File: config.mk
export PLATFORM = sky130hd
export DESIGN_NAME = timer_top
export DESIGN_NICKNAME = d
export VERILOG_FILES = /design/src/logic/wb_pkg.sv /design/src/logic/timer_pkg.sv /design/src/logic/timer_top.sv /design/src/logic/alarm_collect.sv /design/src/logic/timer_channel.sv /design/src/logic/timer_regs.sv /design/src/logic/tick_gen.sv
export VERILOG_INCLUDE_DIRS = /design/src /design/src/include
export SDC_FILE = /design/constraint.sdc
export NUM_CORES = 1
export LEC_CHECK = 0
export BUFFER_PORTS_ARGS = -buffer_cell sky130_fd_sc_hd__buf_2
export CORE_ASPECT_RATIO = 2
export CORE_MARGIN = 8
export CORE_UTILIZATION = 45
export DETAILED_ROUTE_END_ITERATION = 8
export PLACE_DENSITY = 0.63
export REMOVE_ABC_BUFFERS = 1
export SYNTH_ARGS = -nofsm -noshare
export SYNTH_HDL_FRONTEND = slang
export SYNTH_SLANG_ARGS = --single-unit
File: constraint.sdc
create_clock -name clk_50M -period 13.3 [get_ports clk_50M]
set_clock_uncertainty 0.05 [all_clocks]
set_input_delay 2.66 -clock clk_50M [delete_from_list [all_inputs] [get_ports clk_50M]]
set_output_delay 2.66 -clock clk_50M [all_outputs]
set_load 0.01 [all_outputs]
File: src/include/bcd_conv.svh
// BCD time conversion

// hours tens digit up to 9 keeps hours within 0..99
function automatic logic bcd_time_valid(input bcd_time_t t);
  return (t[23:20] <= 4'd9) && (t[19:16] <= 4'd9) &&
         (t[15:12] <= 4'd5) && (t[11:8] <= 4'd9) &&
         (t[7:4] <= 4'd5) && (t[3:0] <= 4'd9);
endfunction

function automatic sec_count_t bcd_to_seconds(input bcd_time_t t);
  sec_count_t hrs;
  sec_count_t mins;
  sec_count_t secs;
  hrs = sec_count_t'(t[23:20]) * DECIMAL_BASE + sec_count_t'(t[19:16]);
  mins = sec_count_t'(t[15:12]) * DECIMAL_BASE + sec_count_t'(t[11:8]);
  secs = sec_count_t'(t[7:4]) * DECIMAL_BASE + sec_count_t'(t[3:0]);
  return hrs * SECS_PER_HOUR + mins * SECS_PER_MIN + secs;
endfunction

function automatic bcd_time_t seconds_to_bcd(input sec_count_t secs);
  sec_count_t hrs;
  sec_count_t mins;
  sec_count_t rest;
  bcd_byte_t hh;
  bcd_byte_t mm;
  bcd_byte_t ss;
  hrs = secs / SECS_PER_HOUR;
  rest = secs % SECS_PER_HOUR;
  mins = rest / SECS_PER_MIN;
  rest = rest % SECS_PER_MIN;
  hh = {4'(hrs / DECIMAL_BASE), 4'(hrs % DECIMAL_BASE)};
  mm = {4'(mins / DECIMAL_BASE), 4'(mins % DECIMAL_BASE)};
  ss = {4'(rest / DECIMAL_BASE), 4'(rest % DECIMAL_BASE)};
  return {hh, mm, ss};
endfunction
File: src/logic/wb_pkg.sv
// Bus and register map
`default_nettype none

package wb_pkg;

  localparam int NUM_CHANNELS = 4;
  localparam int CHAN_W = $clog2(NUM_CHANNELS);

  typedef logic [7:0] wb_addr_t;
  typedef logic [31:0] wb_data_t;
  typedef logic [3:0] wb_sel_t;
  typedef logic [NUM_CHANNELS-1:0] chan_mask_t;

  // offsets inside one channel window
  localparam wb_addr_t REG_TIME = 8'h00;
  localparam wb_addr_t REG_CTRL = 8'h04;
  localparam wb_addr_t CHAN_STRIDE = 8'h10;

  // global registers past the channel windows
  localparam wb_addr_t REG_PENDING = 8'h40;

endpackage

`default_nettype wire

File: src/logic/timer_pkg.sv
// Timer time types
`default_nettype none

package timer_pkg;

  // two BCD digits
  typedef logic [7:0] bcd_byte_t;

  // hours, minutes, seconds as BCD bytes
  typedef logic [23:0] bcd_time_t;

  // remaining time in whole seconds
  typedef logic [18:0] sec_count_t;

  // 99:59:59
  localparam sec_count_t MAX_SECONDS = sec_count_t'(359999);

  localparam sec_count_t SECS_PER_HOUR = sec_count_t'(3600);
  localparam sec_count_t SECS_PER_MIN = sec_count_t'(60);
  localparam sec_count_t DECIMAL_BASE = sec_count_t'(10);

endpackage

`default_nettype wire

File: src/logic/timer_top.sv
// Timer bank top level
`timescale 1ns/1ps
`default_nettype none

module timer_top #(
  parameter int ticks_per_second = 50000000
) (
  input  logic             clk_50M,
  input  logic             rst_n,
  input  logic             cyc,
  input  logic             stb,
  input  logic             we,
  input  wb_pkg::wb_addr_t adr,
  input  wb_pkg::wb_sel_t  sel,
  input  wb_pkg::wb_data_t dat_w,
  output wb_pkg::wb_data_t dat_r,
  output logic             ack,
  output logic             err,
  output logic             irq
);

  import wb_pkg::*;
  import timer_pkg::*;

  logic       tick;
  chan_mask_t load;
  chan_mask_t play;
  chan_mask_t stop;
  chan_mask_t clear_mask;
  chan_mask_t counting;
  chan_mask_t ring;
  chan_mask_t pending;
  bcd_time_t  load_time;
  bcd_time_t  remaining_bcd [NUM_CHANNELS];

  tick_gen #(
    .ticks_per_second(ticks_per_second)
  ) tick_gen_i (
    .clk_50M(clk_50M),
    .rst_n  (rst_n),
    .tick   (tick)
  );

  timer_regs timer_regs_i (
    .clk_50M      (clk_50M),
    .rst_n        (rst_n),
    .cyc          (cyc),
    .stb          (stb),
    .we           (we),
    .adr          (adr),
    .sel          (sel),
    .dat_w        (dat_w),
    .dat_r        (dat_r),
    .ack          (ack),
    .err          (err),
    .load         (load),
    .play         (play),
    .stop         (stop),
    .load_time    (load_time),
    .clear_mask   (clear_mask),
    .remaining_bcd(remaining_bcd),
    .counting     (counting),
    .ring         (ring),
    .pending      (pending)
  );

  for (genvar i = 0; i < NUM_CHANNELS; i++) begin : g_chan
    timer_channel timer_channel_i (
      .clk_50M      (clk_50M),
      .rst_n        (rst_n),
      .tick         (tick),
      .load         (load[i]),
      .play         (play[i]),
      .stop         (stop[i]),
      .load_time    (load_time),
      .remaining_bcd(remaining_bcd[i]),
      .counting     (counting[i]),
      .ring         (ring[i])
    );
  end

  alarm_collect alarm_collect_i (
    .clk_50M   (clk_50M),
    .rst_n     (rst_n),
    .ring      (ring),
    .clear_mask(clear_mask),
    .pending   (pending),
    .irq       (irq)
  );

endmodule

`default_nettype wire

File: src/logic/alarm_collect.sv
// Alarm pending and interrupt
`timescale 1ns/1ps
`default_nettype none

module alarm_collect (
  input  logic               clk_50M,
  input  logic               rst_n,
  input  wb_pkg::chan_mask_t ring,
  input  wb_pkg::chan_mask_t clear_mask,
  output wb_pkg::chan_mask_t pending,
  output logic               irq
);

  import wb_pkg::*;

  chan_mask_t ring_q;
  chan_mask_t ring_rise;
  chan_mask_t pending_nxt;

  assign ring_rise = ring & ~ring_q;

  // a fresh edge beats a clear in the same cycle
  assign pending_nxt = (pending & ~clear_mask) | ring_rise;

  always_ff @(posedge clk_50M or negedge rst_n) begin
    if (!rst_n) begin
      ring_q  <= '0;
      pending <= '0;
      irq     <= 1'b0;
    end else begin
      ring_q  <= ring;
      pending <= pending_nxt;
      irq     <= |pending_nxt;
    end
  end

endmodule

`default_nettype wire

File: src/logic/timer_channel.sv
// Count-down timer channel
`timescale 1ns/1ps
`default_nettype none

module timer_channel (
  input  logic                 clk_50M,
  input  logic                 rst_n,
  input  logic                 tick,
  input  logic                 load,
  input  logic                 play,
  input  logic                 stop,
  input  timer_pkg::bcd_time_t load_time,
  output timer_pkg::bcd_time_t remaining_bcd,
  output logic                 counting,
  output logic                 ring
);

  import timer_pkg::*;

  `include "bcd_conv.svh"

  sec_count_t secs;

  always_ff @(posedge clk_50M or negedge rst_n) begin
    if (!rst_n) begin
      secs     <= '0;
      counting <= 1'b0;
      ring     <= 1'b0;
    end else if (load) begin
      secs     <= bcd_to_seconds(load_time);
      counting <= 1'b0;
      ring     <= 1'b0;
    end else if (play) begin
      // nothing left to count
      if (secs != '0) begin
        counting <= 1'b1;
      end
    end else if (stop) begin
      counting <= 1'b0;
    end else if (counting && tick) begin
      secs <= secs - 1'b1;
      if (secs == sec_count_t'(1)) begin
        counting <= 1'b0;
        ring     <= 1'b1;
      end
    end
  end

  // readout lags the binary count by one cycle
  always_ff @(posedge clk_50M or negedge rst_n) begin
    if (!rst_n) begin
      remaining_bcd <= '0;
    end else begin
      remaining_bcd <= seconds_to_bcd(secs);
    end
  end

  a_count_xor_ring: assert property (@(posedge clk_50M) disable iff (!rst_n)
    !(counting && ring))
    else $error("counting and ring both set");

  // load values are screened for BCD range in the register block
  a_secs_range: assert property (@(posedge clk_50M) disable iff (!rst_n)
    secs <= MAX_SECONDS)
    else $error("remaining time above 99:59:59");

endmodule

`default_nettype wire

File: src/logic/timer_regs.sv
// Wishbone timer register block
`timescale 1ns/1ps
`default_nettype none

module timer_regs (
  input  logic                  clk_50M,
  input  logic                  rst_n,
  input  logic                  cyc,
  input  logic                  stb,
  input  logic                  we,
  input  wb_pkg::wb_addr_t      adr,
  input  wb_pkg::wb_sel_t       sel,
  input  wb_pkg::wb_data_t      dat_w,
  output wb_pkg::wb_data_t      dat_r,
  output logic                  ack,
  output logic                  err,
  output wb_pkg::chan_mask_t    load,
  output wb_pkg::chan_mask_t    play,
  output wb_pkg::chan_mask_t    stop,
  output timer_pkg::bcd_time_t  load_time,
  output wb_pkg::chan_mask_t    clear_mask,
  input  timer_pkg::bcd_time_t  remaining_bcd [wb_pkg::NUM_CHANNELS],
  input  wb_pkg::chan_mask_t    counting,
  input  wb_pkg::chan_mask_t    ring,
  input  wb_pkg::chan_mask_t    pending
);

  import wb_pkg::*;
  import timer_pkg::*;

  `include "bcd_conv.svh"

  wb_addr_t          win_idx;
  wb_addr_t          win_off;
  logic [CHAN_W-1:0] chan;
  chan_mask_t        chan_bit;
  logic              in_chan;
  logic              is_time;
  logic              is_ctrl;
  logic              is_pend;
  logic              bad_time;
  logic              req;
  logic              busy;
  wb_data_t          read_word;

  // channel window and register offset
  assign win_idx  = adr / CHAN_STRIDE;
  assign win_off  = adr % CHAN_STRIDE;
  assign chan     = win_idx[CHAN_W-1:0];
  assign chan_bit = chan_mask_t'(1) << chan;
  assign in_chan  = (win_idx < wb_addr_t'(NUM_CHANNELS));
  assign is_time  = in_chan && (win_off == REG_TIME);
  assign is_ctrl  = in_chan && (win_off == REG_CTRL);
  assign is_pend  = (adr == REG_PENDING);

  // busy holds off a second answer until stb drops
  assign req      = cyc && stb && !busy;
  assign bad_time = we && is_time && !bcd_time_valid(dat_w[23:0]);

  always_comb begin
    read_word = '0;
    if (!we) begin
      if (is_time) begin
        read_word = wb_data_t'(remaining_bcd[chan]);
      end else if (is_ctrl) begin
        read_word = wb_data_t'({ring[chan], counting[chan]});
      end else if (is_pend) begin
        read_word = wb_data_t'(pending);
      end
    end
  end

  always_ff @(posedge clk_50M or negedge rst_n) begin
    if (!rst_n) begin
      busy       <= 1'b0;
      ack        <= 1'b0;
      err        <= 1'b0;
      load       <= '0;
      play       <= '0;
      stop       <= '0;
      clear_mask <= '0;
    end else begin
      if (req) begin
        busy <= 1'b1;
      end else if (!stb) begin
        busy <= 1'b0;
      end
      ack <= req && !bad_time;
      err <= req && bad_time;
      load <= (req && we && is_time && !bad_time) ? chan_bit : '0;
      // stop wins over play
      play <= (req && we && is_ctrl && dat_w[0] && !dat_w[1]) ? chan_bit : '0;
      stop <= (req && we && is_ctrl && dat_w[1]) ? chan_bit : '0;
      clear_mask <= (req && we && is_pend) ? dat_w[NUM_CHANNELS-1:0] : '0;
    end
  end

  always_ff @(posedge clk_50M) begin
    if (req) begin
      load_time <= dat_w[23:0];
      dat_r     <= read_word;
    end
  end

  a_one_resp: assert property (@(posedge clk_50M) disable iff (!rst_n) !(ack && err))
    else $error("ack and err high together");

  a_resp_in_cycle: assert property (@(posedge clk_50M) disable iff (!rst_n)
    (ack || err) |-> (cyc && stb))
    else $error("response without an active bus cycle");

  // only full-word accesses are decoded
  a_full_word: assert property (@(posedge clk_50M) disable iff (!rst_n) req |-> (&sel))
    else $error("partial byte select on timer access");

endmodule

`default_nettype wire

File: src/logic/tick_gen.sv
// One second tick prescaler
`timescale 1ns/1ps
`default_nettype none

module tick_gen #(
  parameter int ticks_per_second = 50000000
) (
  input  logic clk_50M,
  input  logic rst_n,
  output logic tick
);

  localparam int CNT_W = $clog2(ticks_per_second);

  logic [CNT_W-1:0] cnt;
  logic             last;

  assign last = (cnt == CNT_W'(ticks_per_second - 1));

  always_ff @(posedge clk_50M or negedge rst_n) begin
    if (!rst_n) begin
      cnt  <= '0;
      tick <= 1'b0;
    end else begin
      cnt  <= last ? '0 : cnt + 1'b1;
      tick <= last;
    end
  end

  // channels rely on one decrement per pulse
  a_tick_single: assert property (@(posedge clk_50M) disable iff (!rst_n) tick |=> !tick)
    else $error("tick high on two consecutive cycles");

endmodule

`default_nettype wire

Word level (Yosys, flattened, before mapping)
Cells that the tools add are included. W data, S select, Z words.

Divide/modulo/power cells: 40. Equality and inequality tests: 20. Shifts and indexed selects: 1. $lt $le $gt $ge: 9. Mux-type cells: 77. Reductions and logical operators: 64. Bitwise gates (word level): 6. $mul: 5. $add $sub $neg: 10.

Operators with widths (count): $mux W19 (16); $div A19 B4 Y19 const B (12); $mod A19 B4 Y19 const B (12); $mux W24 (4); $div A19 B12 Y19 const B (4); $div A19 B6 Y19 const B (4); $eq A19 B1 Y1 const B (4); $mod A19 B12 Y19 const B (4); $mod A19 B6 Y19 const B (4); $reduce_bool A19 Y1 (4); $sub A19 B1 Y19 const B (4); $bmux W24 S2 (1); $mux W1 (48); $add A19 B19 Y19 (2); $reduce_bool A4 Y1 (8); $add A8 B4 Y9 (3); $add A26 B1 Y26 const B (1); $eq A26 B26 Y1 const B (1); $mux W26 (1); $logic_and A1 B1 Y1 (25); $reduce_and A3 Y1 (8); $mul A4 B3 Y7 const B (3); $mux W4 (5); $mul A19 B4 Y17 const B (1); other kinds (22) (53).

Bits in registers: 291. Logic and storage cells: 263.

Longest topological paths before layout
Depth in word-level cells: 11. Mapped depth: 48. Mapped depth without buffers: 41.

By module
From an unflattened synthesis, not the netlist that was laid out.

Cells, all modules: 5021. Area, all modules: 42772.3 sq um.

By module, submodules not included: timer_channel at g_chan[0].timer_channel_i ... (seq. area each 1126.1 sq um, cells each 1154, times used 3, area an instance 9479.1 sq um); timer_channel at g_chan[3].timer_channel_i (seq. area each 1126.1 sq um, cells each 1211, times used 1, area an instance 9567.9 sq um); timer_regs (seq. area each 1916.8 sq um, cells each 191, times used 1, area an instance 3110.5 sq um); tick_gen (seq. area each 675.6 sq um, cells each 135, times used 1, area an instance 1362.6 sq um); alarm_collect (seq. area each 225.2 sq um, cells each 22, times used 1, area an instance 294.0 sq um).

Worst setup path after synthesis
Ideal clock, no wire load.

Path kind: flip-flop to flip-flop. From: register g_chan[2].timer_channel_i.secs[14]. To: register g_chan[2].timer_channel_i.remaining_bcd[2]. Data arrival time: 10.353 ns. Cell stages (with the launch flop): 47. Buffers on the path: 6. Period minus slack after synthesis: 10.482 ns. Slack: 2.818 ns. Cells stage by stage: dfrtp_1 > clkbuf_1 > nor3_1 > nor3_1 > nor3_2 > mux2i_1 > a211oi_2 > a21boi_2 > inv_2 > a2111oi_2 > o31a_1 > buf_4 > xnor2_2 > a211oi_2 > or2_0 > buf_2 > o21a_4 > or2_1 > [11 not listed] > xor3_1 > or3_4 > nor3_4 > a211oi_2 > o2111ai_1 > or3b_4 > xnor2_2 > buf_6 > and2_4 > xnor2_1 > o21ai_2 > ha_1 > inv_1 > nor2_1 > nor4b_1 > nor3_2 > a21oi_2 > mux2i_1.

Cells in the longest elaborated chain, start to end: 3.

Ends and longest elaborated chain: start: declaration (RTL line timer_channel.sv:22) `sec_count_t secs;`; start signal: assignment (RTL line timer_channel.sv:30) `secs <= bcd_to_seconds(load_time);`; start signal: assignment (RTL line timer_channel.sv:41) `secs <= secs - 1'b1;`; $mod A19 B12 Y19 (RTL line bcd_conv.svh:28) `rest = secs % SECS_PER_HOUR;`; $mod A19 B6 Y19 (RTL line bcd_conv.svh:30) `rest = rest % SECS_PER_MIN;`; $mod A19 B4 Y19 (RTL line bcd_conv.svh:33) `ss = {4'(rest / DECIMAL_BASE), 4'(rest % DECIMAL_BASE)};`; end signal: assignment (RTL line timer_channel.sv:54) `remaining_bcd <= seconds_to_bcd(secs);`; end: declaration (RTL line timer_channel.sv:13) `output timer_pkg::bcd_time_t remaining_bcd,`.

No other way between the ends. A chain may end at the register's enable or synchronous reset.

Worst setup path after layout
From: register g_chan[3].timer_channel_i.secs[17]. To: register g_chan[3].timer_channel_i.remaining_bcd[9].

Cells in the longest elaborated chain, start to end: 3.

Ends and longest elaborated chain: start: declaration (RTL line timer_channel.sv:22); start signal: assignment (RTL line timer_channel.sv:30); start signal: assignment (RTL line timer_channel.sv:41); $mod A19 B12 Y19 (RTL line bcd_conv.svh:28); $div A19 B6 Y19 (RTL line bcd_conv.svh:29) `mins = rest / SECS_PER_MIN;`; $mod A19 B4 Y19 (RTL line bcd_conv.svh:32) `mm = {4'(mins / DECIMAL_BASE), 4'(mins % DECIMAL_BASE)};`; end signal: assignment (RTL line timer_channel.sv:54); end: declaration (RTL line timer_channel.sv:13).

No other way between the ends.

==> results.cfg <==
[final_layout]
nNetsFinal = 4175
syn_to_final_growth_pct = 7.18
final_layout_size_suffix_gt1_share_pct = 11.6
utilization_pct = 48.6
num_antenna_cells = 0

[synthesis]
synth-compound-area-share_pct = 29.1
synth_cell_types = 153
ys_seq_elements = 283
async_flop_share_pct = 83.0
synth-main-ff-cell = dfrtp_1
seq_area_frac_synth_pct = 22.8
synthCells = 3939
synth-edff-count = 48
synth_xor_area_share_pct = 7.58
synth_mux_area_share_pct = 4.50
synth_area_sq_um = 32100
avgSynthCellArea_sq_um = 8.15
synth_simple_gate_area_share_pct = 22.8
synth_top_family_by_area = compound AO/OA/AOI/OAI gates
yosysWarnings = 0
synth-adder-area-share_pct = 8.45

[timing]
hold_viol_final = 0
tns_ns = 0
final.setup.worst_slack_ns = 0.888
final-setup-viol-count = 0
maxSlewViolCount = 0
min_period_ns = 12.41
timing.fmax_mhz = 80.6
relSlewSlack_pct = 22.2
finalCritPeriodShare_pct = 93.3
rsz0062_at_grt = no
worst_pin_slew_ns = 1.17

[outcome]
outcome = finished, final reports clean

[setup_path]
path_buf_inv = 3
r2r-start = g_chan[3].timer_channel_i.secs[17]
cp.arrival_ns = 12.85
startpoint = g_chan[3].timer_channel_i.secs[17]
end_kind = register
critPathTopFamily = compound AO/OA/AOI/OAI gates
slowest_delay_ns = 0.75
crit_top_cell = and2_1
slowest_stage = a2111oi_1
cp_max_fo = 14
path_class = register to register
crit_path_start_kind = register
cp.required_ns = 13.73

[hold_path]
hp-start = alarm_collect_i.ring_q[1]
min-delay-path-class = register to register

[die]
num_rows = 138
die_area_sq_um = 80700
core_area_sq_um = 70800
ios = 84
start_util_pct = 45.4
die_x_microns = 205
die_y_microns = 394

[placement]
port_buffers = 63
hpwlAfterDp_mm = 79.3
gp_congestion = 0.939
dp_slack_ns = 0.714

[cts]
cts-root-buf = clkbuf_16
numClockSinks = 283
holdBufCountCts = 0
cts_setup_buffers = 0
clk_path_buf_depth = 3
htreeDepth = 1
path_clk_slew_ns = 0.07
cts_tree = done
insertion_delay_ns = 0.58
cts_inserted_buffers = 28

[global_routing]
grt_usage_pct = 23.7
grt_max_degree = 111
grt_pass1_wl_mm = 158
grt-ovfl-total = 0
grt_pass1_vias = 30100
antenna_found_initial = 1

[detailed_routing]
drc = 0
wl_per_cell_microns = 20.4
first_pass_iters = 6
antenna_left = 0
top_layer_used = met5
wl_met2_mm = 54.2
first_iter_violations = 1934
dr_total_vias = 30600
routed_wl_mm = 99.5
dr_wl_met3_mm = 3.09
wl_met1_mm = 35.5
avgViaCountPerCell = 6.28

[power]
p_per_area_nw_per_um2 = 277
ir_drop_mv = 0.537
total_leakage_power_nw = 14.0

[run]
max-cap-violations = 0
[layout by cell type (no fill, tap or decap), types with 64 or more instances in the layout]
master / count
nand2_1: 374
nor2_1: 311
o21ai_0: 255
dfrtp_1: 235
a21oi_1: 210
xnor2_1: 203
inv_1: 196
ha_1: 148
nor3_1: 134
nand3_1: 124
buf_4: 64
[power by group]
part / switching [mW] / internal [mW] / total (mW) / leakage, nW
sequential: 0.0918 / 1.03 / 1.12 / 3.62
clock: 0.359 / 0.464 / 0.823 / 0.457
combinational: 4.93 / 2.65 / 7.58 / 9.93
total: 5.38 / 4.14 / 9.53 / 14.0
[flip-flops by register name, summed over array words and instances (netlist names), 4 cells and up]
name	cells
g_chan.timer_channel_i.remaining_bcd	96
g_chan.timer_channel_i.secs	76
tick_gen_i.cnt	26
timer_regs_i.dat_r	24
timer_regs_i.load_time	24
alarm_collect_i.pending	4
alarm_collect_i.ring_q	4
g_chan.timer_channel_i.counting	4
g_chan.timer_channel_i.ring	4
timer_regs_i.clear_mask	4
timer_regs_i.load	4
timer_regs_i.play	4
timer_regs_i.stop	4
[metal layers]
layer	global-route usage [%]	up-vias
met3	1.57	289
met2	46.0	730
li1	-	14700
met4	14.7	2
met1	23.9	14900
met5	0	-
[kinds of logic after synthesis]
| kind of cell | count (synthesis) |
|---|---|
| buffers and inverters | 380 |
| other | 1 |
| AO/OA/AOI/OAI | 1268 |
| XOR/XNOR | 269 |
| multiplexers | 107 |
| adder cells (fa/ha/maj) | 198 |
| flip-flops | 283 |
| AND/OR/NAND/NOR | 1433 |
[synthesized netlist by cell type (all sizes together), types with 35 or more instances]
master | number | area share, %
a21oi | 221 | 3.6
inv | 204 | 2.4
dfrtp | 235 | 18
a21o | 46 | 1.1
and2 | 56 | 1.1
xor2 | 54 | 1.5
or3 | 47 | 0.95
nor4 | 65 | 1.5
buf | 58 | 1.0
fa | 36 | 2.2
nand3 | 127 | 2.0
nor3 | 149 | 2.6
edfxtp | 48 | 4.5
nor2b | 44 | 0.86
a211oi | 58 | 1.6
or2 | 42 | 0.83
xnor2 | 214 | 6.0
mux2i | 54 | 1.7
o211ai | 54 | 1.3
nand2 | 376 | 4.4
o21a | 47 | 1.1
clkbuf | 115 | 1.3
o31ai | 44 | 1.3
o22ai | 35 | 0.72
a31oi | 56 | 1.3
o21ai | 302 | 4.8
nand2b | 42 | 0.82
ha | 148 | 5.8
nor2 | 320 | 3.8
nand4 | 46 | 0.92
[final timing paths]
kind                                                         endpoint  slack [ns]  cells after the start
max reg2reg                g_chan[3].timer_channel_i.remaining_bcd[9]        0.89                     36
max in group asynchronous           g_chan[1].timer_channel_i.secs[6]        8.89                      3
max                        g_chan[3].timer_channel_i.remaining_bcd[9]        0.89                     36
min in group asynchronous                          tick_gen_i.cnt[16]        2.10                      1
min                                        alarm_collect_i.pending[1]        0.39                      1
min reg2reg                                alarm_collect_i.pending[1]        0.39                      1
[what timing repair did]
item,in CTS,in global routing
endpoints found under the setup margin,0,7
endpoints found under the hold margin,0,0
gates resized for setup,0,7
[per-stage QoR]
step	area [sq um]	hold WS (ns)	instances	power (mW)
2_1_floorplan	31400	0.340	3785	5.93
3_3_place_gp	33400	0.378	4822	8.52
3_5_place_dp	33400	0.385	4822	8.57
4_1_cts	34400	0.394	4873	9.45
5_1_grt	34400	0.414	4873	10.2
6_report	34400	0.392	4873	9.53
[worst reg2reg max path: cells and delay by family, from the launching register on]
kind,cells,cell delay [ns]
DFF,1,0.33
muxes,3,0.95
AOI/OAI and AO/OA,17,6.49
and+or+nand+nor,11,3.52
buffers and inverters,3,0.47
adders and majority gates,1,0.25
xor gates and xnor gates,1,0.26
[layout make-up]
type | instances | area [sq um]
clock buffers | 38 | 798
clock inverters | 13 | 153
fillers | 6982 | 36400
inverters | 207 | 777
multi-input cells | 3295 | 23400
flip-flops and latches | 283 | 7320
well taps | 910 | 1140
repair buffers | 127 | 806
Note: power is estimated with default switching activity, not from simulation.
